**config.mk**
```make
export PLATFORM = sky130hd
export DESIGN_NAME = seq_token_ring
export DESIGN_NICKNAME = d
export VERILOG_FILES = /design/src/hw/match_pkg.sv /design/src/hw/pipe_slice.sv /design/src/hw/seq_token_ring.sv
export VERILOG_INCLUDE_DIRS = /design/src /design/src/hw
export SDC_FILE = /design/constraint.sdc
export NUM_CORES = 1
export LEC_CHECK = 0
export ABC_AREA = 1
export BUFFER_PORTS_ARGS = -buffer_cell sky130_fd_sc_hd__buf_2
export CAP_MARGIN = 40
export CORE_MARGIN = 1
export CORE_UTILIZATION = 39
export CTS_CLUSTER_DIAMETER = 40
export CTS_CLUSTER_SIZE = 24
export DETAILED_ROUTE_END_ITERATION = 10
export PLACE_DENSITY_LB_ADDON = 0.08
export SLEW_MARGIN = 15
export SYNTH_ARGS = -nofsm -noshare
export SYNTH_HDL_FRONTEND = slang
export SYNTH_HIERARCHICAL = 1
export SYNTH_SLANG_ARGS = --single-unit
```
**constraint.sdc**
```tcl
create_clock -name clk -period 2.3 [get_ports clk]
set_clock_uncertainty 0.2 [all_clocks]
set_input_delay 0.23 -clock clk [delete_from_list [all_inputs] [get_ports clk]]
set_output_delay 0.23 -clock clk [all_outputs]
set_load 0.05 [all_outputs]
```
**src/hw/match_cfg.svh**
```systemverilog
`ifndef MATCH_CFG_SVH
`define MATCH_CFG_SVH

// number of job PEs sharing the history memory
`define NUM_JOB_PE 4

// history word address width, memory depth is 2**ADDR_WIDTH words
`define ADDR_WIDTH 8

// bytes per history word
`define WORD_BYTES 4

// word pairs compared per batch at most
`define MAX_MATCH_WORDS 4

// match length width, holds WORD_BYTES*MAX_MATCH_WORDS
`define ML_BITS 5

// job index width
`define JOB_ID_BITS 2

`endif

```
**src/hw/match_pkg.sv**
```systemverilog
`include "match_cfg.svh"

package match_pkg;

  typedef logic [`ADDR_WIDTH-1:0] hist_addr_t;
  typedef logic [`JOB_ID_BITS-1:0] job_id_t;

  // byte 0 is compared first
  typedef logic [`WORD_BYTES-1:0][7:0] hist_word_t;

  typedef struct packed {
    hist_addr_t head_addr;
    logic       cand_valid;
    hist_addr_t cand_addr;
    logic       delim;
  } hash_batch_t;

  typedef struct packed {
    logic [`ML_BITS-1:0] ml;
    hist_addr_t          offset;
    logic                delim;
  } seq_t;

  // successor on the job ring
  function automatic job_id_t next_job(input job_id_t id);
    if (int'(id) == `NUM_JOB_PE - 1) begin
      return '0;
    end
    return id + 1'b1;
  endfunction

endpackage

```
**src/hw/pipe_slice.sv**
```systemverilog
module pipe_slice #(
  parameter type T = logic [7:0]
) (
  input  logic clk,
  input  logic rst_n,
  input  logic i_valid,
  input  T     i_data,
  output logic o_ready,
  output logic o_valid,
  output T     o_data,
  input  logic i_ready
);

  logic valid_q;
  T     data_q;

  // take new data when empty or draining this cycle
  assign o_ready = !valid_q || i_ready;

  always_ff @(posedge clk) begin
    if (!rst_n) begin
      valid_q <= 1'b0;
    end else if (o_ready) begin
      valid_q <= i_valid;
    end
  end

  always_ff @(posedge clk) begin
    if (o_ready && i_valid) begin
      data_q <= i_data;
    end
  end

  assign o_valid = valid_q;
  assign o_data  = data_q;

endmodule

```
**src/hw/seq_token_ring.sv**
```systemverilog
`include "match_cfg.svh"

module seq_token_ring
  import match_pkg::*;
(
  input  logic                        clk,
  input  logic                        rst_n,
  input  logic [`NUM_JOB_PE-1:0]      i_done,
  input  seq_t [`NUM_JOB_PE-1:0]      i_seq,
  output logic [`NUM_JOB_PE-1:0]      o_taken,
  output logic                        o_seq_valid,
  output seq_t                        o_seq,
  input  logic                        i_seq_ready
);

  job_id_t tok_q;
  logic    slice_ready;
  logic    take;

  // only the token holder may emit, which keeps batch order
  assign take = i_done[tok_q] && slice_ready;

  always_comb begin
    o_taken        = '0;
    o_taken[tok_q] = take;
  end

  always_ff @(posedge clk) begin
    if (!rst_n) begin
      tok_q <= '0;
    end else if (take) begin
      tok_q <= next_job(tok_q);
    end
  end

  pipe_slice #(
    .T(seq_t)
  ) u_out_slice (
    .clk    (clk),
    .rst_n  (rst_n),
    .i_valid(i_done[tok_q]),
    .i_data (i_seq[tok_q]),
    .o_ready(slice_ready),
    .o_valid(o_seq_valid),
    .o_data (o_seq),
    .i_ready(i_seq_ready)
  );

endmodule

```
Word-level counts from Yosys, hierarchy flattened

Index checks and enable logic that the tools add are counted.

Register bits: 17
Input port bits: 63
Output and inout bits: 19
Logic and storage cells: 25

Add/sub/neg operators: 1
Magnitude comparators: 2
Equality and inequality tests: 1
Mux-type cells: 11
Bitwise operators: 1
Reduce and logical (&&, ||, !) cells: 4

Operators by type and width:

| operator              | count |
|---|---|
| $bmux W14 S2          | 1 |
| $mux W14              | 1 |
| $mux W1               | 5 |
| $and A4 B4 Y4         | 1 |
| $mux W2               | 2 |
| $lt A2 B3 Y1 const B  | 1 |
| $add A2 B1 Y2 const B | 1 |
| $bmux W1 S2           | 1 |
| $demux W1 S2          | 1 |
| $eq A2 B1 Y1 const B  | 1 |
| $ge A2 B1 Y1 const B  | 1 |
| $logic_and A1 B1 Y1   | 2 |
| $logic_not A1 Y1      | 1 |
| $logic_or A1 B1 Y1    | 1 |

Logic depth before layout (Yosys ltp)

Depth in word-level cells: 6
Depth in mapped cells: 7
Depth with buffers taken out: 7

Hierarchy

Netlist, hierarchy kept.

Modules (own cells, without submodules):

| module         | times used | cells an instance | area each (um^2) | seq. area each (um^2) |
|---|---|---|---|---|
| seq_token_ring | 1          | 115               | 606.8            | 40.0 |
| pipe_slice     | 1          | 21                | 471.7            | 440.4 |

Worst setup path before layout

Ideal clock, no wire load.

Kind: flip-flop to flip-flop
Start: register tok_q[1]
End: register u_out_slice.data_q (netlist bit u_out_slice/o_data[0]), enable pin
Setup time: 389 ps
Arrival time: 1,514 ps
Data required time: 1,711 ps
Setup slack: 196 ps
Cell stages (with the launch flop): 6
Buffers on the path: 0
Period minus slack after synthesis: 2,104 ps
Cell sequence: dfxtp_1 -> inv_2 -> nand3_2 -> and2_1 -> inv_1 -> a21oi_1

Cells in the longest elaborated chain, start to end: 3

Ends and longest elaborated chain:

| what                          | RTL line             | RTL |
|---|---|---|
| start: declaration            | seq_token_ring.sv:16 | `job_id_t tok_q;` |
| start signal: assignment      | seq_token_ring.sv:32 | `tok_q <= next_job(tok_q);` |
| $bmux W1 S2                   | seq_token_ring.sv:41 | `.i_valid(i_done[tok_q]),` |
| $mux W1 (implied by the code) | seq_token_ring.sv:41 |  |
| $logic_and A1 B1 Y1           | pipe_slice.sv:29     | `if (o_ready && i_valid) begin` |
| end signal: assignment        | pipe_slice.sv:30     | `data_q <= i_data;` |
| end: declaration              | pipe_slice.sv:15     | `T data_q;` |

Every way passes these cells. The select of a mux whose other input is x is not followed.
A chain may end at the register's enable or synchronous reset.

Worst setup path in the final report

Start: register tok_q[0]
End: output o_taken[2]

Cells in the longest elaborated chain, start to end: 5
Elaborated cells between the ends (all ways): 9
Classes of those cells: 2 x order compare; 4 x mux; 1 x bitwise; 2 x reduce/logical

Ends and longest elaborated chain:

| what                                                                      | RTL line             | RTL |
|---|---|---|
| $lt A2 B3 Y1 (implied by the code) / $ge A2 B1 Y1 (equally long branches) | seq_token_ring.sv:25 | `o_taken[tok_q] = take;` |
| $logic_and A1 B1 Y1 (implied by the code)                                 | seq_token_ring.sv:25 |  |
| $mux W1 (implied by the code)                                             | seq_token_ring.sv:25 |  |
| $demux W1 S2                                                              | seq_token_ring.sv:25 |  |
| $and A4 B4 Y4 (no source line) (*)                                        | n/a                  |  |
| end: declaration                                                          | seq_token_ring.sv:10 | `` output logic [`NUM_JOB_PE-1:0] o_taken, `` |

Every way passes the cells marked *; elsewhere a longest branch is shown, timed or not. The select of a mux whose other input is x is not followed.

==> results_dict.tcl <==
set metrics [dict create \
    outcome "finished, final reports clean" \
    slew_violations 0 \
    whs_ns 0.0386 \
    max_freq_ghz 0.477 \
    sw_frac_of_total_pct 55.4 \
    p_sw_w 0.00137 \
    clock_latency_ns 0.30 \
    synth.area.top_cells "edfxtp_1, o21ai_0, nor2_1" \
    min_path_type "input pin to flop" \
    clockBufferDepth 2 \
    worstSetupEndpointType "primary output" \
    grt_pass1_wl_um 4330 \
    slowest_delay_ns 0.34 \
    p_per_area_nw_per_um2 1580 \
    io_pins 82 \
    dp_hpwl_um 2340 \
    final_nets 288 \
    synth_cell_types 20 \
    detail_route.first_pass.iterations 4 \
    path_delay_family "buffers and inverters" \
    seq_area_frac_synth_pct 44.5 \
    num_vias 1217 \
    crit_buf_inv 4 \
    drv_cap 0 \
    worst_pin_slew_ns 0.279 \
    portBuffers 81 \
    pwr-share-seq_pct 26.8 \
    fin_crit_sh_pct 91.2 \
    ir_drop_v 0.00107 \
    ant_nets 0 \
    die_width_um 54.6 \
    grt_max_degree 20 \
    grt_use_total_pct 20.9 \
    hold_viol 0 \
    worstPathMaxFanout 19 \
    syn-num-nets 203 \
    syn_area_per_cell_um2 7.93 \
    arrival_ns 1.67 \
    grt_overflow 0 \
    syn_area_um2 1080 \
    yosysTopAreaCell "edfxtp_1" \
    finalCriticalPeriod_ns 2.10 \
    clk_pin_slew_worst_paths_ns 0.11 \
    ys_warn_count 6 \
    cts_tree "built" \
    layout-drive-gt1-share_pct 45.5 \
    power_frac_comb_pct 66.3 \
    synth-seq-cells 17 \
    cts.htree.levels 1 \
    fin_setup_tns_ns 0 \
    routed_wl_um 2910 \
    die_y_um 54.6 \
    p_int_w 0.00110 \
    die_area_um2 2980 \
    antenna_found_initial 0 \
    rsz0062_at_grt "no" \
    leakagePower_nw 0.782 \
    wl_per_cell_um 11.6 \
    cp_slowest_cell "dfxtp_1" \
    via_per_inst 4.87 \
    clockPowerShare_pct 6.9 \
    rows 18 \
    clock_sinks 17 \
    path_cells "inv_2 -> buf_4 -> ha_1 -> inv_1 -> nor2_1 -> buf_2" \
    clock-root-buffer "clkbuf_4" \
    gp_congestion 0.746 \
    diodes 0 \
    layout.cells.most_common "buf_2" \
    slew-limit-headroom_pct 81.4 \
    dp.cells 245 \
    start_kind "flop" \
    drc_errors 0 \
    drtIter0Drc 14 \
    setup_viol 0 \
    layout_common_cells "buf_2, nor2_1, o21ai_0" \
    core-area_um2 2540 \
    grt_pass1_vias 1061 \
    cts_setup_buffers 0 \
    area_growth_syn_to_layout_pct 44.9 \
    required_ns 1.87 \
    stdcell_count 250 \
    crit_type "flop to primary output" \
    start_util_pct 42.4 \
    syn-instance-count 136 \
    numCtsBuffers 3 \
    netlist.area_leader.share_pct 39.0 \
]
==> cell families (layout without fill, tap and decap cells) <==
family	count (synthesis)	after routing	share of synthesized area (%)
compound gates	45	45	22.9
fa+ha+maj	4	4	4.64
buf+inv	20	104	8.35
flops	17	17	44.5
simple gates	50	50	19.6
==> routing by layer <==
metal  vias to the layer above  track usage, %  share of wire (%)
met5                         -               0                  0
met4                         0            7.69                1.1
met3                         5            5.00                6.5
met2                        46            37.8                 49
met1                       528            23.3                 43
li1                        638               -                  -
==> worst register-to-register path, stage by stage, from the launching register on <==
cell and delay, ns:
dfxtp_1 0.34, inv_2 0.23, nand2_1 0.13, nand3_2 0.11
and2_1 0.13, inv_1 0.05, a21oi_1 0.16, buf_4 0.20
==> final cells by class <==
| cell class | instances | area [um2] |
|---|---|---|
| Multi-Input combinational cell | 99 | 508 |
| Tap cell | 30 | 37.5 |
| Timing Repair Buffer | 88 | 460 |
| Fill cell | 244 | 982 |
| Clock buffer | 3 | 22.5 |
| Clock inverter | 1 | 7.51 |
| Inverter | 12 | 45.0 |
| Sequential cell | 17 | 482 |
==> worst paths after layout <==
check	startpoint	to	slack, ns	cells past startpoint
worst min-delay path	i_seq_ready	u_out_slice/o_valid	0.04	4
worst min register to register	u_out_slice/o_valid	u_out_slice/o_valid	0.37	2
worst max register to register	tok_q[0]	u_out_slice/o_data[8]	0.48	7
worst max-delay path	tok_q[0]	o_taken[2]	0.20	6
==> stage by stage <==
| step | area (um2) | utilization (%) | setup WS [ns] | power [W] |
|---|---|---|---|---|
| 3_3_place_gp | 1520 | 59.8 | 0.342 | 0.00228 |
| 6_report | 1560 | 61.4 | 0.202 | 0.00247 |
| 4_1_cts | 1560 | 61.4 | 0.0802 | 0.00248 |
| 5_1_grt | 1560 | 61.4 | 0.0500 | 0.00265 |
| 2_1_floorplan | 1080 | - | 0.196 | 0.00192 |
| 3_5_place_dp | 1520 | 59.8 | 0.349 | 0.00231 |
==> synth_stat cells (all sizes together) <==
master  count
ha          4
nand4       1
a21oi       3
nor2       36
buf         7
dfxtp       3
inv        12
o22ai      14
and2        1
clkbuf      1
edfxtp     14
nand3       3
nand2       9
o21ai      28
==> flip-flops by register name, summed over array words and instances (netlist names) <==
register	cells
u_out_slice/o_data	14
tok_q	2
u_out_slice/o_valid	1
==> power groups by stage <==
stage          logic (W)  clock network, W  registers [W]
2_1_floorplan   0.000755                 0        0.00116
3_3_place_gp     0.00161                 0       0.000666
5_1_grt          0.00180          0.000180       0.000673
3_5_place_dp     0.00165                 0       0.000668
6_report         0.00164          0.000169       0.000662
4_1_cts          0.00165          0.000171       0.000660
==> repair_timing <==
action                                  CTS  global route
gates resized for setup                   0             1
hold buffers                              1             0
hold endpoints to repair                  2             0
endpoints found under the setup margin    0             3
(Power assumes the default switching activity.)
