### config.mk
export PLATFORM = sky130hd
export DESIGN_NAME = pipe_slice
export DESIGN_NICKNAME = d
export VERILOG_FILES = /design/src/hw/pipe_slice.sv
export SDC_FILE = /design/constraint.sdc
export NUM_CORES = 1
export LEC_CHECK = 0
export ABC_AREA = 1
export BUFFER_PORTS_ARGS = -buffer_cell sky130_fd_sc_hd__buf_4
export CORE_AREA = 5 5 42 44
export CTS_CLUSTER_SIZE = 30
export DETAILED_ROUTE_END_ITERATION = 8
export DIE_AREA = 0 0 47 49
export HOLD_SLACK_MARGIN = 0.12
export PLACE_DENSITY_LB_ADDON = 0.25
export SLEW_MARGIN = 20
export SYNTH_ARGS = -nofsm -noshare
export SYNTH_HDL_FRONTEND = slang
export SYNTH_SLANG_ARGS = --single-unit
### constraint.sdc
create_clock -name clk -period 1.5 [get_ports clk]
set_input_delay 0 -clock clk [delete_from_list [all_inputs] [get_ports clk]]
set_output_delay 0 -clock clk [all_outputs]
set_load 0.005 [all_outputs]
### src/hw/pipe_slice.sv
module pipe_slice #(
  parameter type T = logic [7:0]
) (
  input  logic clk,
  input  logic rst_n,
  input  logic i_valid,
  input  T     i_data,
  output logic o_ready,
  output logic o_valid,
  output T     o_data,
  input  logic i_ready
);

  logic valid_q;
  T     data_q;

  // take new data when empty or draining this cycle
  assign o_ready = !valid_q || i_ready;

  always_ff @(posedge clk) begin
    if (!rst_n) begin
      valid_q <= 1'b0;
    end else if (o_ready) begin
      valid_q <= i_valid;
    end
  end

  always_ff @(posedge clk) begin
    if (o_ready && i_valid) begin
      data_q <= i_data;
    end
  end

  assign o_valid = valid_q;
  assign o_data  = data_q;

endmodule

======== Word-level counts from Yosys, hierarchy flattened ========
Cells that the tools add are included.
cells by class
  muxes and demuxes ....................... 0
  shift-type cells ........................ 0
  magnitude comparators ................... 0
  $mul .................................... 0
  reductions and logical operators ........ 3
  div/mod/pow operators ................... 0
  bitwise logic cells ..................... 0
  eq/ne operators ......................... 0
  add/subtract/negate cells ............... 0
operators by type and width
  cell               count
  logical AND 1 bit  1
  logical NOT 1 bit  1
  logical OR 1 bit   1
word-level totals
  RAM bits ................................ 0
  word-level logic and storage cells ...... 5
  bits in latches ......................... 0
  bits in registers ....................... 9
  memories ................................ 0
  input port bits ......................... 12
  memory bits (read-only) ................. 0
  output and inout bits ................... 10

======== Depth between registers and ports, before layout ========
Gate-level depths: netlist (run 1).
  depth in word-level cells ............... 3
  mapped depth ............................ 3
  depth with buffers taken out ............ 3

======== Worst setup path before layout (run 1) ========
Ideal clock, no wire load.
  kind .................................... reg-to-reg
  start ................................... register valid_q, in the netlist o_valid
  end ..................................... register data_q (netlist bit o_data[0]) (enable)
  library setup time ...................... 375 ps
  required time ........................... 1,125 ps
  data arrival time ....................... 797 ps
  stages on the path, launching flop included .. 2
  path slack .............................. 328 ps
  buffers on the path ..................... 0
  clock period less this slack ............ 1,172 ps
  path through ............................ dfxtp_1 > a21oi_1
on the way
  word-level cells in the longest chain between the ends .. 3
ends and longest elaborated chain
  what                    line  source
  from (decl)             14    logic valid_q;
  from (signal assigned)  24    valid_q <= i_valid;
  logical NOT 1 bit       18    assign o_ready = !valid_q || i_ready;
  logical OR 1 bit        18
  logical AND 1 bit       29    if (o_ready && i_valid) begin
  to (signal assigned)    30    data_q <= i_data;
  to (decl)               15    T data_q;
No other way between the ends.
A chain may end at the register's enable or synchronous reset.

======== Worst setup path in the final report (run 1) ========
  start ................................... input port rst_n
  end ..................................... register valid_q, in the netlist o_valid
RTL lines
  what         line  source
  from (decl)  5     input logic rst_n,
No word-level cell between the ends.

==> results by group, run 1 <==
Setup path
  • Setup crit end kind: flip-flop
  • Type of the worst setup path: input pin to flip-flop
  • Worst-path maximum fanout: 1
  • Worst reg2reg path startpoint: o_valid
  • Most frequent CP cell: dlygate4sd3_1
  • Crit path cell chain: dlygate4sd3_1, buf_4, inv_1, a21oi_2, dlygate4sd3_1
  • Req. time, crit path: 1.63 ns
  • R2R Path End: o_valid
  • Critical Path AT: between 1 and 1.5 ns
  • Crit path launch type: input pin
  • Critical Path Max Stage Delay: approximately 0.55 ns
  • Reg2Reg Depth: 3
  • Crit path max-delay cell type: dlygate4sd3_1
  • Worst reg2reg setup slack: around 0.35 ns

Floorplanning
  • DIE AREA: about 0.0023 mm^2
  • Core Box Area: 0.00140 mm^2
  • Starting density of the core: a little over a fifth
  • I/O pin count: 22
  • Die width: between 40 and 50 um
  • Core Rows: 14
  • Die Ht: between 40 and 50 um

STA
  • Skew final: 0.00400 ns
  • Final Hold Vio Count: 0
  • Min cycle time layout: 1.17 ns
  • Rel. slew slack: approximately 92%
  • FMAX: roughly 860 MHz
  • Setup_tns: 0 ns
  • Unrepaired setup endpoints after global routing: no
  • Worst-margin pin slew: 0.117 ns
  • Pins Over Slew Limit: 0
  • Fin crit share: between 70 and 80%
  • Final Setup Violations: 0

Clock tree
  • CTS H-tree depth: 1
  • CTS tree: yes
  • CTS Buffer Depth: 2
  • Reg clk slew, reported paths: roughly 0.05 ns
  • Skew-Pair Late Insertion Delay: about 0.25 ns
  • CTS Sinks: 9
  • CTS buffer count: 3
  • CTS root buf: clkbuf_4
  • CTS resizes: 0

Drt
  • Aggregate routed wire length: about 610 um
  • Routed Antenna Nets: 0
  • DRC: 0
  • Mean number of vias per cell: approximately 3.7
  • DR vias: ~250
  • Post-DR wirelength/cell: between 9 and 10 um
  • Initial DRC Count: 0
  • DR pass1 iterations: 1

Synthesis
  • Net Count, Synth: 27
  • Syn avg cell area: around 19 um^2
  • Synth area leaders: edfxtp_1 82%, dfxtp_1 6.9%, a21oi_2 3.0%, inv_1 2.6%, nand2_2 2.1%
  • Top cells by count, synth: 8 x edfxtp_1, 2 x inv_1
  • Synth unique cells: 7
  • Async SR Flop Fraction: 0%
  • Synthesized flop and latch total: 9
  • Seq/Total Area, Yosys: 89.3%
  • Number of synthesized flops with an enable pin: 8
  • Ys flop type: edfxtp_1
  • Area leader, netlist: edfxtp_1
  • Post-Synthesis Cells: 15
  • Post-Syn Area: just under 300 um^2
  • Count leader, synth: edfxtp_1
  • Top-area cell type share of the netlist area: between 80 and 90%
  • Yosys warns: 0

Min path
  • HP Class: input pin to primary output
  • Min-Delay Endpoint: o_ready
  • Hold path depth: 4
  • Hold_sp: i_ready

Global route
  • Vias in the first global route: 250
  • Gr usage total: 5.91%
  • Grt ovf: 0
  • Largest net degree at the start of global routing: 9
  • Antenna violations before repair: 0
  • First-pass GRT wire length: 945 um

Layout
  • Reg area: 260 um^2
  • N_diodes: 0
  • Fin nets: 64
  • Fin util: 43.0%
  • Layout cells sized above 1: a little over half
  • Fill count: ~150
  • Multi-input gate area: ~20 um^2
  • Synth-to-layout area growth: 107%

Pwr
  • Pwr Total: around 550 uW
  • PD cells: between 900 and 1000 mW/mm^2
  • P_leak: 0.000269 uW
  • Maximum vdd drop: ~0.00040 V

Placed design
  • Half-perimeter wire length after placement: ~450 um
  • GP Congestion: 0.571
  • PortBufs: 21

Run status
  • Outcome: completed

Run
  • Max-cap violation count: 0
[cell families after synthesis]
kind of cell | share of synthesized area (%)
compound gates | 4.72
simple gates | 2.15
flops | 89.3
buf+inv | 3.86
[cell type report]
type                            instances  share of cell area (%)
Multi-Input combinational cell          3                    3.32
Inverter                                3                    1.87
Timing Repair Buffer                   32                    44.0
Sequential cell                         9                    43.2
Clock buffer                            4                    4.36
Tap cell                               16                    3.32
[registers in the layout, summed over array words and instances, names as in the netlist]
name	flops
o_valid	1
o_data	8
[routing by layer]
layer  GRT usage (%)  part of all wire, %  vias to the layer above
met5               0                    0                        -
met4            4.15                    0                        0
met3            2.21                   13                        0
met2            9.50                   56                       12
met1            5.92                   31                      109
li1                -                    -                      124
[report_power, final]
group / internal, uW / switching (uW) / leakage, uW / total (uW)
clock network: 102 / 74.2 / 0.0000150 / 176
logic: 57.0 / 23.7 / 0.000169 / 80.6
registers: 290 / 4.30 / 0.0000858 / 294
total: 449 / 102 / 0.000269 / 551
[worst max path at each step]
stage / start / end / slack, ns / cells after the start
after CTS: o_valid / o_valid / 0.35 / 3
final: rst_n / o_valid / 0.33 / 5
after floorplan: o_valid / o_data[0] / 0.33 / 1
after detailed placement: o_valid / o_data[3] / 0.56 / 2
after global placement: o_valid / o_data[7] / 0.58 / 2
after global routing: o_valid / o_valid / 0.29 / 3
[critical path, delay by kind of cell]
kind,cells,cell delay (ns)
compound gates,1,0.03
buf+inv,4,1.27
[timing repair]
action                    CTS  global route
setup buffers               0             0
hold endpoints to repair    9             0
hold buffers               10             0
[placed cells by master (no fill, tap or decap)]
cell           netlist  layout
inv_2                1       1
inv_1                2       2
edfxtp_1             8       8
clkbuf_1             0       1
a21oi_2              1       1
nand2_2              1       1
clkbuf_4             0       3
dfxtp_1              1       1
buf_4                0      22
dlygate4sd3_1        0      10
a21oi_1              1       1
[stage by stage]
stage	cell area, um^2	hold WS, ns	setup slack, ns	instances
floorplan	292	0.0791	0.328	15
global placement	477	0.179	0.575	53
detailed placement	477	0.179	0.558	53
CTS	603	0.273	0.351	67
global route	603	0.284	0.287	67
finish	603	0.275	0.333	67
Note: power is estimated with default switching activity, not from simulation.
==> run 2, diff against run 1 <==
clock period = 1 ns   (was 1.5 ns; I/O delays follow)
==> results by group, run 2 (synthesis results as in run 1) <==
Run status
  • Outcome: completed

Layout
  • Fin nets: 66 (+3.1%)
  • Layout cells sized above 1: 58.5% (+3.6 points)
  • Most common cell after layout, fill and taps aside: buf_4
  • Synth-to-layout area growth: 114%
  • Most frequent cells in the layout: 23 x buf_4, 11 x dlygate4sd3_1, 8 x edfxtp_1
  • N_diodes: 0 (unchanged)
  • Final instance area: 624 um^2 (+3.5%)
  • Fill count: 146 (-1.4%)
  • Largest register FFs: 8 (unchanged)
  • Reg area: 260 um^2 (unchanged)
  • Multi-input gate area: 23.8 um^2 (+19%)

Clock tree
  • CTS buffer count: 3 (unchanged)
  • CTS root buf: clkbuf_4
  • CTS tree: yes
  • CTS Buffer Depth: 2 (unchanged)
  • Skew-Pair Late Insertion Delay: 0.26 ns (about the same)
  • CTS Sinks: 9 (unchanged)
  • CTS H-tree depth: 1 (unchanged)
  • Setup bufs post-CTS: 0 (unchanged)
  • Reg clk slew, reported paths: 0.06 ns (about the same)

Drt
  • DR vias: 260 (+6.1%)
  • Initial DRC Count: 1 (+1)
  • DR pass1 iterations: 2 (+1)
  • DRC: 0 (unchanged)
  • Routed Antenna Nets: 0 (unchanged)
  • Aggregate routed wire length: 758 um (+23%)
  • Post-DR wirelength/cell: 11.0 um (+20%)
  • Mean number of vias per cell: 3.77 (+3.0%)

Floorplanning
  • Die Ht: 49 um (unchanged)
  • Die width: 47 um (unchanged)
  • I/O pin count: 22 (unchanged)
  • Core Rows: 14 (unchanged)
  • DIE AREA: 0.00230 mm^2 (unchanged)
  • Core Box Area: 0.00140 mm^2 (unchanged)
  • Starting density of the core: 20.8% (unchanged)

STA
  • Fin crit share: 96.6%
  • Final Hold Vio Count: 0 (unchanged)
  • Pins Over Slew Limit: 0 (unchanged)
  • Worst-margin pin slew: 0.146 ns (+0.0289 ns)
  • Final Worst Setup Slack: 0.0341 ns (-0.298 ns)
  • Fin Hold WS: 0.462 ns (+0.186 ns)
  • FMAX: ~1000 MHz
  • Unrepaired setup endpoints after global routing: no
  • Skew final: 0.000871 ns (-0.00313 ns)
  • Min cycle time layout: roughly 0.97 ns
  • Setup_tns: 0 ns (unchanged)
  • Rel. slew slack: 90.2% (-1.9 points)
  • Final Setup Violations: 0 (unchanged)

Setup path
  • Worst-path maximum fanout: 4 (+3)
  • Req. time, crit path: 0.98 ns (-0.65 ns)
  • Setup crit end kind: flip-flop
  • Type of the worst setup path: input pin to flip-flop
  • Crit path launch type: input pin
  • Critical Path AT: 0.94 ns (-0.36 ns)

Placed design
  • Setup WS pre-CTS: 0.0772 ns (-0.481 ns)
  • Area after DPL: 488 um^2 (+2.4%)
  • Half-perimeter wire length after placement: 533 um (+17%)
  • PortBufs: 21 (unchanged)
  • GP Congestion: 0.638 (+12%)

Global route
  • Antenna violations before repair: 0 (unchanged)
  • First-pass GRT wire length: 1170 um (+23%)
  • Gr usage total: 7.90% (+2.0 points)
  • Largest net degree at the start of global routing: 6 (-3)
  • Vias in the first global route: 280 (+12%)
  • Grt ovf: 0 (unchanged)

Min path
  • HP Class: input pin to flip-flop

Pwr
  • P_leak: 0.000276 uW (+2.6%)
  • PD cells: 1360 mW/mm^2 (+49%)
  • Maximum vdd drop: 0.000667 V (+66%)
  • Pwr Total: 851 uW (+54%)

Run
  • Max-cap violation count: 0 (unchanged)
## run 2: worst max-delay path, cell delays in order
cell and delay [ns]:
dlygate4sd3_1 0.53, buf_4 0.10, inv_2 0.04, a21oi_2 0.12, buf_4 0.15
## run 2: metrics by stage
stage / instances / util [%]
6_report: 69 / 44.6
5_1_grt: 69 / 44.6
4_1_cts: 69 / 44.6
3_5_place_dp: 54 / 34.8
3_3_place_gp: 54 / 34.8
2_1_floorplan: 15 / -
## run 2: timing repair
action | CTS | global route
endpoints found under the hold margin | 9 | 0
endpoints found under the setup margin | 0 | 8
hold buffers | 11 | 0
resized for setup | 0 | 1
## run 2: cell type report
| cell class | count | share of cell area, % |
|---|---|---|
| Timing Repair Buffer | 34 | 45.3 |
| Inverter | 3 | 1.80 |
| Sequential cell | 9 | 41.7 |
| Tap cell | 16 | 3.21 |
| Multi-Input combinational cell | 3 | 3.81 |
| Clock buffer | 4 | 4.21 |
## run 2: final timing paths
kind | cells after the start | to | slack, ns | startpoint
worst max-delay path | 5 | o_data[2] | 0.03 | i_ready
worst min-delay path | 2 | o_data[3] | 0.46 | i_data[3]
worst max register to register | 2 | o_data[2] | 0.08 | o_valid
worst min register to register | 2 | o_valid | 0.52 | o_valid
## run 2: routing by layer
layer  up-vias  part of all wire (%)  global-route usage (%)
met5         -                     0                       0
met4         0                   1.6                    8.29
met3         2                   9.8                    3.69
met2        12                    62                    13.3
met1       117                    27                    5.45
li1        129                     -                       -
## run 2: report_power, final
group	switching (uW)	total, uW	leakage (uW)	internal, uW
clock network	124	278	0.0000150	154
logic	39.4	131	0.000176	91.5
registers	7.22	442	0.0000858	435
total	171	851	0.000276	680
