### src/hw/match_cfg.svh
`ifndef MATCH_CFG_SVH
`define MATCH_CFG_SVH

// number of job PEs sharing the history memory
`define NUM_JOB_PE 4

// history word address width, memory depth is 2**ADDR_WIDTH words
`define ADDR_WIDTH 8

// bytes per history word
`define WORD_BYTES 4

// word pairs compared per batch at most
`define MAX_MATCH_WORDS 4

// match length width, holds WORD_BYTES*MAX_MATCH_WORDS
`define ML_BITS 5

// job index width
`define JOB_ID_BITS 2

`endif

### src/hw/match_pkg.sv
`include "match_cfg.svh"

package match_pkg;

  typedef logic [`ADDR_WIDTH-1:0] hist_addr_t;
  typedef logic [`JOB_ID_BITS-1:0] job_id_t;

  // byte 0 is compared first
  typedef logic [`WORD_BYTES-1:0][7:0] hist_word_t;

  typedef struct packed {
    hist_addr_t head_addr;
    logic       cand_valid;
    hist_addr_t cand_addr;
    logic       delim;
  } hash_batch_t;

  typedef struct packed {
    logic [`ML_BITS-1:0] ml;
    hist_addr_t          offset;
    logic                delim;
  } seq_t;

  // successor on the job ring
  function automatic job_id_t next_job(input job_id_t id);
    if (int'(id) == `NUM_JOB_PE - 1) begin
      return '0;
    end
    return id + 1'b1;
  endfunction

endpackage

### src/hw/batch_dispatch.sv
`include "match_cfg.svh"

module batch_dispatch
  import match_pkg::*;
(
  input  logic                   clk,
  input  logic                   rst_n,
  input  logic                   i_valid,
  input  hash_batch_t            i_batch,
  output logic                   o_ready,
  output logic [`NUM_JOB_PE-1:0] o_job_valid,
  output hash_batch_t            o_job_batch,
  input  logic [`NUM_JOB_PE-1:0] i_job_idle
);

  job_id_t tgt_q;
  logic    fire;

  // batch k always goes to job k mod NUM_JOB_PE
  // so a busy target stalls the input
  assign o_ready = i_job_idle[tgt_q];
  assign fire    = i_valid && o_ready;

  // all jobs see the same payload, only the target gets a start
  assign o_job_batch = i_batch;

  always_comb begin
    o_job_valid        = '0;
    o_job_valid[tgt_q] = fire;
  end

  always_ff @(posedge clk) begin
    if (!rst_n) begin
      tgt_q <= '0;
    end else if (fire) begin
      tgt_q <= next_job(tgt_q);
    end
  end

endmodule

### config.mk
export PLATFORM = sky130hd
export DESIGN_NAME = batch_dispatch
export DESIGN_NICKNAME = d
export VERILOG_FILES = /design/src/hw/match_pkg.sv /design/src/hw/batch_dispatch.sv
export VERILOG_INCLUDE_DIRS = /design/src /design/src/hw
export SDC_FILE = /design/constraint.sdc
export NUM_CORES = 1
export LEC_CHECK = 0
export BUFFER_PORTS_ARGS = -buffer_cell sky130_fd_sc_hd__buf_4
export CAP_MARGIN = 20
export CORE_AREA = 5 5 42 44
export CTS_CLUSTER_DIAMETER = 50
export DETAILED_ROUTE_END_ITERATION = 8
export DIE_AREA = 0 0 47 49
export MAX_ROUTING_LAYER = met4
export PLACE_DENSITY_LB_ADDON = 0.15
export SYNTH_ARGS = -nofsm -noshare
export SYNTH_HDL_FRONTEND = slang
export SYNTH_SLANG_ARGS = --single-unit
### constraint.sdc
create_clock -name clk -period 2.6 [get_ports clk]
set_input_delay 0.26 -clock clk [delete_from_list [all_inputs] [get_ports clk]]
set_output_delay 0.26 -clock clk [all_outputs]
set_load 0.02 [all_outputs]
Word-level counts from Yosys, hierarchy flattened
Cells that the tools add are included.
Word-level totals
  register bits: 2
  input port bits: 25
  output and inout bits: 23
  logic and storage cells: 17
Operators by class
  $add $sub $neg: 1
  $lt $le $gt $ge: 2
  equal/unequal tests: 1
  muxes and demuxes: 9
  bitwise operators: 1
  reductions and logical operators: 2
Operators by type and width (count)
  2-to-1 mux 1 bit: 5
  AND 4 bit: 1
  2-to-1 mux 2 bit: 2
  < comparator 2 x 3 -> 1 bit (second input constant): 1
  adder 2 x 1 -> 2 bit (second input constant): 1
  binary-select mux 1 bit (select 2 bit): 1
  demux 1 bit (select 2 bit): 1
  == test 2 x 1 -> 1 bit (second input constant): 1
  greater-or-equal comparator 2 x 1 -> 1 bit (second input constant): 1
  logical AND 1 bit: 2

Longest topological paths before layout
Gate-level depths: netlist of run 1.
  depth in word-level cells: 6
  gate-level depth with buffers: 4
  gate-level depth less buffers: 4

Worst setup path before layout of run 1
No wires, ideal clock.
  path kind: flip-flop to output port
  from: register tgt_q[0]
  to: output port o_job_valid[0]
  data arrival time: 1132 ps
  data required time: 2340 ps
  setup slack: 1208 ps
  stages on the path, launching flop included: 4
  path buffers: 0
  cells stage by stage: dfxtp_1 -> mux2_4 -> o2bb2ai_1 -> and2_1
On the way
  cells in the longest elaborated chain, start to end: 5
  elaborated cells on any way between the ends: 9
  those cells by class: 2 x order compare; 4 x mux; 1 x bitwise; 2 x reduce/logical
RTL lines
  start, declared: RTL line batch_dispatch.sv:16  | job_id_t tgt_q;
  start signal, assigned: RTL line batch_dispatch.sv:36  | tgt_q <= next_job(tgt_q);
  < comparator 2 x 3 -> 1 bit (implied by the code) or greater-or-equal comparator 2 x 1 -> 1 bit (tied branches): RTL line batch_dispatch.sv:29  | o_job_valid[tgt_q] = fire;
  logical AND 1 bit (implied by the code): RTL line batch_dispatch.sv:29
  2-to-1 mux 1 bit (implied by the code): RTL line batch_dispatch.sv:29
  demux 1 bit (select 2 bit): RTL line batch_dispatch.sv:29
  AND 4 bit (no line) (*)
  end, declared: RTL line batch_dispatch.sv:11  | output logic [`NUM_JOB_PE-1:0] o_job_valid,
Every way passes the cells marked *; elsewhere a longest branch is shown, timed or not. The select of a mux whose other input is x is not followed.

Final worst setup path of run 1
Same ends and word-level chain as after synthesis.

==> summary.md, run 1 <==
| Metric | Value |
|---|---|
| Max-slew headroom | 81.3% |
| Drt pass-1 iters | 1 |
| Fmax | 0.555 GHz |
| Setup CP Type | flip-flop to output port |
| Vias post-DR | 233 |
| Main combinational cell family by area after synthesis | buffers and inverters |
| First-pass GRT wire length | 1.04 mm |
| Overflow after GRT | 0 |
| Fin Setup TNS | 0 ps |
| #FFs+latches synth | 2 |
| Total Routing Usage GR | 6.78% |
| Largest net degree at the start of global routing | 9 |
| Area contributors post-synth | buf_4 (37%), ha_1 (14%), dfxtp_1 (11%) |
| RSZ-0062 raised after global routing | false |
| Logic pwr share | 33.9% |
| Vias/cell | 4.09 |
| Clock Pin Slew Worst Setup and Hold Paths | 30 ps |
| GPL Wtd Cong | 0.648 |
| Mapped cell area | 367 um^2 |
| Adder-Cell Fraction of Synth Area | 13.7% |
| Final net count | 72 |
| Worst Hold Class | primary input to flip-flop |
| Share of post-route cells with drive strength above 1 | 41.5% |
| Initial Util | 26.2% |
| Clk_lat worst skew | 220 ps |
| Cells after synthesis | 45 |
| Root Buffer | clkbuf_4 |
| PwrDens | 462 nW/um^2 |
| Syn Nets | 74 |
| Sequential power share | 24.7% |
| CTS tree | yes |
| Max Cap Viol | 0 |
| Number of core rows | 14 |
| WHS Path Cells | 3 |
| Sw Share | 30.3% |
| CTS Sinks | 2 |
| Final max-slew violation count | 0 |
| Xor and xnor area share after synthesis | 0% |
| Die X | 47 um |
| Total power | 0.165 mW |
| Int Power | 0.115 mW |
| Hold Fails Final Rpt | 0 |
| Delay-heaviest family, CP | flip-flops |
| Routed WL per cell | 11.1 um |
| Crit start category | flip-flop |
| Fillers | 178 |
| Largest registers | tgt_q x2 |
| Post-route DRC | 0 |
| Largest Register | tgt_q |
| Antenna-violating nets left | 0 |
| Worst Path Arrival | 1540 ps |
| Max reg flops | 2 |
| Final Util | 25.4% |
| FF-to-FF Start | tgt_q[0] |
| Required time worst endpoint | 2340 ps |
| Core area | 1400 um^2 |
| Fin crit share | 69.3% |
| Area leader, netlist | buf_4 |
| Number of global-route vias before repair | 253 |
| Worst R2R End | tgt_q[1] |
| Simple logic cell fraction of the synthesized area | 16.4% |
| Worst Setup Slack, final | 798 ps |
| CP max stage delay | 470 ps |
| Placement Setup Slack | 1010 ps |
| NetSw | 0.0500 mW |
| Setup Skew | 1.58 ps |
| Initial antenna violation count | 0 |
| Final setup vio count | 0 |
| Commonest non-fill, non-tap cell in the layout | buf_4 |
| Drt total wl | 635 um |
| Cell chain of the critical path | mux2_4 -> o2bb2ai_1 -> and2_1 -> buf_4 |
| ANT cells | 0 |
| Maximum vdd drop | 0.175 mV |
| P&R area growth vs syn | -2.73% |
| CP max-delay cell | dfxtp_1 |
| Syn_area_per_cell | 8.15 um^2 |
| Mux cell area share after synthesis | 12.3% |
| Clock tree buffer depth | 2 |
| CP Capture Type | output port |
| H-tree depth | 1 |
| Top cell type's share of synthesized area | 36.9% |
| HPWL after DPL | 523 um |
| Initial DRC count | 0 |
| Crit path max fanout | 7 |
| CTS Buf Count | 3 |
| Port bufs | 11 |
| Clk pwr share | 41.4% |
| Chip height | 49 um |
| Worst hold path startpoint | rst_n |
| Postcts setup bufs | 0 |
| Resize count post-CTS | 0 |
| Sequential area share after synthesis | 10.9% |
| Synth Area in Compound Gates | 7.85% |
| Status | finished, final reports clean |
| Most frequent cells in the layout | buf_4 (11), nand2_1 (5), and2_1 (4), ha_1 (4) |
| Count of unique library cells instantiated by Yosys | 13 |
| Leakage dissipation | 0.178 nW |
| Hold EP | tgt_q[0] |
| Min Tclk post-route | 1800 ps |
| Measured slew at the worst slew-check pin | 273 ps |
| IO Pins | 48 |
| Buf+Inv Stages, Crit Path | 1 |
| Cells on worst reg2reg path | 3 |
| CTS Hold Buffers Added | 0 |
| Ys Warns | 0 |
| Die area | 2300 um^2 |
| Worst reg2reg setup slack | 1270 ps |
[layout make-up]
class	count	area, um^2	area share (%)
inverters	2	7.51	2.11
repair buffers	11	82.6	23.2
clock buffers	3	22.5	6.32
flip-flops and latches	2	40.0	11.2
multi-input cells	23	184	51.6
well taps	16	20.0	5.61
[worst max path at each step]
stage / startpoint / to / cells after the start / slack [ps]
2_1_floorplan: tgt_q[0] / o_job_valid[0] / 3 / 1210
3_3_place_gp: tgt_q[0] / o_job_valid[3] / 4 / 1050
3_5_place_dp: tgt_q[0] / o_job_valid[0] / 4 / 1010
4_1_cts: tgt_q[0] / o_job_valid[0] / 4 / 770
5_1_grt: tgt_q[0] / o_job_valid[3] / 4 / 680
6_report: tgt_q[0] / o_job_valid[0] / 4 / 800
[kinds of logic after synthesis]
kind of cell,count (synthesis)
fa+ha+maj,4
buf+inv,20
flops,2
simple gates,12
mux,4
compound gates,3
[power groups by stage]
stage,logic [mW],registers (mW),clock network (mW)
2_1_floorplan,0.0769,0.0395,0
3_3_place_gp,0.0567,0.0408,0
3_5_place_dp,0.0573,0.0412,0
4_1_cts,0.0574,0.0407,0.0735
5_1_grt,0.0630,0.0415,0.0825
6_report,0.0559,0.0407,0.0683
[layer usage]
layer	up-vias	GRT usage (%)	part of all wire [%]	wire length, um
met5	-	-	0	0
met1	101	6.13	37	236
met3	2	4.43	13	82
met2	11	8.14	49	314
met4	0	8.29	0.31	2
li1	119	-	-	-
[per-stage QoR]
| stage | std cells | area (um^2) | hold slack (ps) |
|---|---|---|---|
| floorplan | 45 | 367 | 399 |
| global placement | 54 | 334 | 520 |
| detailed placement | 54 | 334 | 520 |
| CTS | 57 | 357 | 312 |
| global route | 57 | 357 | 309 |
| finish | 57 | 357 | 318 |
[cells in the mapped netlist]
master and number:
buf_4 18, nand2_1 5, and2_1 4, ha_1 4
mux2i_1 3, dfxtp_1 2, inv_1 2, nor2_1 2
a21oi_1 1, a2bb2oi_2 1, and2b_2 1, mux2_4 1
o2bb2ai_1 1
[worst reg2reg max path: stages (launching register included)]
cell and delay (ps):
dfxtp_1 470, mux2i_1 340, a2bb2oi_2 240, mux2i_1 200
Note: power is estimated with default switching activity, not from simulation.
==> run 2, diff against run 1 <==
- clock period: 2.6 -> 1.8 ns (I/O delays scaled with it)
==> summary.md, run 2 (same netlist as run 1, synthesis figures left out) <==
| Metric | Value |
|---|---|
| Clk_lat worst skew | 220 ps (about the same) |
| Fin crit share | 90.8% |
| Most frequent cells in the layout | buf_4 (11), nand2_1 (5), and2_1 (4), ha_1 (4), clkbuf_4 (3) |
| Final setup vio count | 0 (unchanged) |
| Crit path max fanout | 7 (unchanged) |
| CTS Sinks | 2 (unchanged) |
| Port bufs | 11 (unchanged) |
| Commonest non-fill, non-tap cell in the layout | buf_4 |
| Vias/cell | 4.09 (unchanged) |
| RSZ-0062 raised after global routing | false |
| FF-to-FF Start | tgt_q[0] |
| Measured slew at the worst slew-check pin | 257 ps (-15.8 ps) |
| Drt total wl | 636 um (+0.16%) |
| Core area | 1400 um^2 (unchanged) |
| Crit start category | flip-flop |
| WHS Path Cells | 3 (unchanged) |
| Met3 wire len | 82 um (unchanged) |
| Met2 wire len | 313 um (-0.32%) |
| Top layer in use | met4 |
| Max Cap Viol | 0 (unchanged) |
| Fmax | 0.612 GHz |
| Total Routing Usage GR | 6.78% (unchanged) |
| Overflow after GRT | 0 (unchanged) |
| Cells on worst reg2reg path | 3 (unchanged) |
| Maximum vdd drop | 0.253 mV (+45%) |
| Number of global-route vias before repair | 253 (unchanged) |
| Worst reg2reg setup slack | 590 ps (-680 ps) |
| Setup CP Type | flip-flop to output port |
| Min Tclk post-route | 1630 ps |
| PwrDens | 667 nW/um^2 (+44%) |
| CP Capture Type | output port |
| Chip height | 49 um (unchanged) |
| Worst hold path startpoint | rst_n |
| M1 WL | 237 um (+0.42%) |
| Post-route DRC | 0 (unchanged) |
| Status | finished, final reports clean |
| IO Pins | 48 (unchanged) |
| Initial DRC count | 0 (unchanged) |
| Fin Setup TNS | 0 ps (unchanged) |
| Root Buffer | clkbuf_4 |
| Die X | 47 um (unchanged) |
| Hold Fails Final Rpt | 0 (unchanged) |
| Largest Register | tgt_q |
| Leakage dissipation | 0.179 nW (+0.78%) |
| HPWL after DPL | 523 um (unchanged) |
| Worst R2R End | tgt_q[1] |
| Clock Pin Slew Worst Setup and Hold Paths | 30 ps (about the same) |
| Antenna-violating nets left | 0 (unchanged) |
| Hold WS | 231 ps (-86.3 ps) |
| CTS Buf Count | 3 (unchanged) |
| Largest registers | tgt_q x2 |
| Clock tree buffer depth | 2 (unchanged) |
| Worst Hold Class | primary input to flip-flop |
| P&R area growth vs syn | -1.37% |
| First-pass GRT wire length | 1.04 mm (unchanged) |
| Setup Skew | 1.58 ps (unchanged) |
| Initial antenna violation count | 0 (unchanged) |
| Die area | 2300 um^2 (unchanged) |
| Final max-slew violation count | 0 (unchanged) |
| Number of core rows | 14 (unchanged) |
| CTS Hold Buffers Added | 0 (unchanged) |
| Initial Util | 26.2% (unchanged) |
| Hold EP | tgt_q[0] |
| Largest net degree at the start of global routing | 9 (unchanged) |
| Drt pass-1 iters | 1 (unchanged) |
| Max-slew headroom | 82.9% (+1.5 points) |
| Final net count | 72 (unchanged) |
| Share of post-route cells with drive strength above 1 | 46.3% (+4.9 points) |
| ANT cells | 0 (unchanged) |
| Max reg flops | 2 (unchanged) |
| GPL Wtd Cong | 0.648 (about the same) |
| Required time worst endpoint | 1620 ps (-720 ps) |
| Routed WL per cell | 11.2 um (+0.16%) |
| H-tree depth | 1 (unchanged) |
| Vias post-DR | 233 (unchanged) |
| CTS tree | yes |
| Worst Path Arrival | 1450 ps (-90 ps) |
==> run 2: report_power, final <==
group	internal (mW)	switching, mW
registers	0.0499	0.00998
logic	0.0448	0.0379
clock network	0.0735	0.0252
total	0.168	0.0731
==> run 2: worst max-delay path by stage <==
stage	startpoint	to	slack (ps)	depth (start not counted)
detailed placement	tgt_q[0]	o_job_valid[0]	290	4
finish	tgt_q[0]	o_job_valid[0]	170	4
global route	tgt_q[0]	o_job_valid[3]	70	4
global placement	tgt_q[0]	o_job_valid[3]	330	4
floorplan	tgt_q[0]	o_job_valid[0]	490	3
CTS	tgt_q[0]	o_job_valid[0]	50	4
==> run 2: worst max-delay path, stage by stage (launching register included) <==
cell,delay (ps)
dfxtp_2,400
mux2_4,330
o2bb2ai_1,160
and2_1,180
buf_4,150
==> run 2: area by class of cell <==
class                      instances  area (um^2)
sequential                         2         41.3
timing repair buffer              11         82.6
tap                               16         20.0
multi-input combinational         23          188
inverter                           2         7.51
fill                             177         1040
clock buffer                       3         22.5
==> run 2: through the flow <==
step                      instance area, um^2  setup slack, ps  utilization [%]  cells  power [mW]
final                                     362              165             25.8     57       0.241
after global routing                      362             68.7             25.8     57       0.273
after CTS                                 357             50.7             25.4     57       0.248
after detailed placement                  334              294             23.8     54       0.142
after global placement                    334              327             23.8     54       0.141
after floorplan                           367              488                -     45       0.168
==> run 2: routing by layer <==
metal / GRT usage [%] / vias up
met5: - / -
met4: 8.29 / 0
met2: 8.14 / 11
li1: - / 119
met3: 4.43 / 2
met1: 6.13 / 101
==> run 2: what timing repair did <==
item	CTS	global route
resized for setup	0	2
endpoints found under the hold margin	0	0
setup buffers	0	0
setup endpoints to repair	0	4
==> run 3, diff against run 2 <==
==> constraint.sdc (replaced) <==
create_clock -name clk -period 1.8 [get_ports clk]
set_input_delay 0.18 -clock clk [delete_from_list [all_inputs] [get_ports clk]]
set_output_delay 0.18 -clock clk [all_outputs]
set_load 0.005 [all_outputs]
==> summary.md, run 3 (same netlist as run 1, synthesis figures left out) <==
| Metric | Value |
|---|---|
| Status | finished, final reports clean |
| NetSw | 0.0638 mW (-13%) |
| CTS Hold Buffers Added | 0 (unchanged) |
| Max-slew headroom | 84.1% (+1.2 points) |
| CTS Sinks | 2 (unchanged) |
| Die X | 47 um (unchanged) |
| Largest registers | tgt_q x2 |
| ANT cells | 0 (unchanged) |
| Final max-slew violation count | 0 (unchanged) |
| CP max-delay cell | dfxtp_2 |
| Worst Hold Class | primary input to flip-flop |
| Die area | 2300 um^2 (unchanged) |
| Fillers | 169 (-4.5%) |
| Antenna-violating nets left | 0 (unchanged) |
| Min Tclk post-route | 1610 ps (-24.7 ps) |
| Max reg flops | 2 (unchanged) |
| Final net count | 72 (unchanged) |
| HPWL after DPL | 522 um (about the same) |
| Initial DRC count | 2 (+2) |
| Hold Fails Final Rpt | 0 (unchanged) |
| IO Pins | 48 (unchanged) |
| CTS Buf Count | 3 (unchanged) |
| Worst reg2reg setup slack | 590 ps (about the same) |
| Sequential power share | 25.8% (+1.0 points) |
| Register area | 41.3 um^2 (unchanged) |
| Worst Path Arrival | 1430 ps (-20 ps) |
| Sw Share | 27.6% (-2.7 points) |
| P&R area growth vs syn | -1.37% (unchanged) |
| Number of core rows | 14 (unchanged) |
| Drt total wl | 626 um (-1.6%) |
| Max Cap Viol | 0 (unchanged) |
| Finished Layout Cells | 57 (unchanged) |
| Vias/cell | 4.09 (unchanged) |
| Commonest non-fill, non-tap cell in the layout | buf_4 |
| Largest net degree at the start of global routing | 9 (unchanged) |
| Routed WL per cell | 11.0 um (-1.6%) |
| Logic pwr share | 31.7% (-2.6 points) |
| Placed Cells | 54 (unchanged) |
| Clk_lat worst skew | 220 ps (about the same) |
| First-pass GRT wire length | 1.06 mm (+1.3%) |
| Number of global-route vias before repair | 264 (+4.3%) |
| Initial antenna violation count | 0 (unchanged) |
| Setup CP Type | flip-flop to output port |
| CP max stage delay | 400 ps (about the same) |
| Required time worst endpoint | 1620 ps (about the same) |
| Fin crit share | 89.4% (-1.4 points) |
| RSZ-0062 raised after global routing | false |
| CTS tree | yes |
| Total Routing Usage GR | 6.78% (unchanged) |
| PwrDens | 640 nW/um^2 (-4.0%) |
| Delay-heaviest family, CP | flip-flops |
| Clock Pin Slew Worst Setup and Hold Paths | 30 ps (about the same) |
| Maximum vdd drop | 0.241 mV (-4.8%) |
| Crit start category | flip-flop |
| Initial Util | 26.2% (unchanged) |
| Port bufs | 11 (unchanged) |
| Area of the multi-input gates | 188 um^2 (unchanged) |
| Vias post-DR | 233 (unchanged) |
| Overflow after GRT | 0 (unchanged) |
| Leakage dissipation | 0.179 nW (unchanged) |
| Crit path max fanout | 7 (unchanged) |
| Int Power | 0.168 mW (-0.30%) |
| Root Buffer | clkbuf_4 |
| Measured slew at the worst slew-check pin | 234 ps (-23.0 ps) |
| Largest Register | tgt_q |
| Share of post-route cells with drive strength above 1 | 46.3% (unchanged) |
| Clock tree buffer depth | 2 (unchanged) |
| Drt pass-1 iters | 4 (+3) |
| Buf+Inv Stages, Crit Path | 1 (unchanged) |
| H-tree depth | 1 (unchanged) |
| GPL Wtd Cong | 0.648 (about the same) |
| Setup Skew | 1.38 ps (-0.196 ps) |
| CP Capture Type | output port |
| Most frequent cells in the layout | buf_4 (11), nand2_1 (5), and2_1 (4), ha_1 (4), clkbuf_4 (3) |
| Postcts setup bufs | 0 (unchanged) |
| Clk pwr share | 42.5% (+1.6 points) |
| Core area | 1400 um^2 (unchanged) |
| Fmax | 0.621 GHz (+1.5%) |
| Fin Setup TNS | 0 ps (unchanged) |
| Cell chain of the critical path | mux2_4 -> o2bb2ai_1 -> and2_1 -> buf_4 |
| Chip height | 49 um (unchanged) |
| Post-route DRC | 0 (unchanged) |
| Final setup vio count | 0 (unchanged) |
==> run 3: cell counts in the layout (fill, tap and decap cells not counted) <==
No cell type changed its count.
==> run 3: path summary, 6_finish.rpt <==
kind,start,endpoint,depth (start not counted)
max reg2reg,tgt_q[0],tgt_q[1],3
min reg2reg,tgt_q[0],tgt_q[0],2
min,rst_n,tgt_q[0],3
max,tgt_q[0],o_job_valid[2],4
==> run 3: worst reg2reg max path, stage by stage, from the launching register on <==
cell and delay (ps):
dfxtp_2 400, mux2i_2 300, a2bb2oi_2 240, mux2i_1 200
==> run 3: metal layers <==
metal / track usage (%) / part of all wire (%) / vias up / routed length (um)
met5: - / 0 / - / 0
met4: 8.29 / 0.32 / 0 / 2
met3: 4.80 / 13 / 2 / 83
met2: 7.92 / 50 / 11 / 313
met1: 6.13 / 36 / 101 / 226
li1: - / - / 119 / -
==> run 3: layout make-up <==
class | count | area share [%]
Inverter | 2 | 2.08
Tap cell | 16 | 5.54
Multi-Input combinational cell | 23 | 51.9
Sequential cell | 2 | 11.4
Timing Repair Buffer | 11 | 22.8
Clock buffer | 3 | 6.23
==> run 3: what timing repair did <==
item                                    4_1_cts  5_1_grt
resized for setup                             0        2
endpoints found under the setup margin        0        4
hold endpoints to repair                      0        0
==> run 3: through the flow <==
step	util (%)	hold WS (ps)	instance area (um^2)	total power, mW	setup WS, ps
global placement	23.8	360	334	0.131	349
floorplan	-	319	367	0.133	547
detailed placement	23.8	360	334	0.133	313
global route	25.8	227	362	0.262	87.7
finish	25.8	232	362	0.232	190
CTS	25.4	234	357	0.238	67.2
==> run 3: power groups by stage <==
stage	registers, mW	clock network (mW)	logic [mW]
finish	0.0597	0.0985	0.0733
global route	0.0609	0.118	0.0832
CTS	0.0591	0.106	0.0732
detailed placement	0.0597	0	0.0730
global placement	0.0589	0	0.0721
floorplan	0.0571	0	0.0757
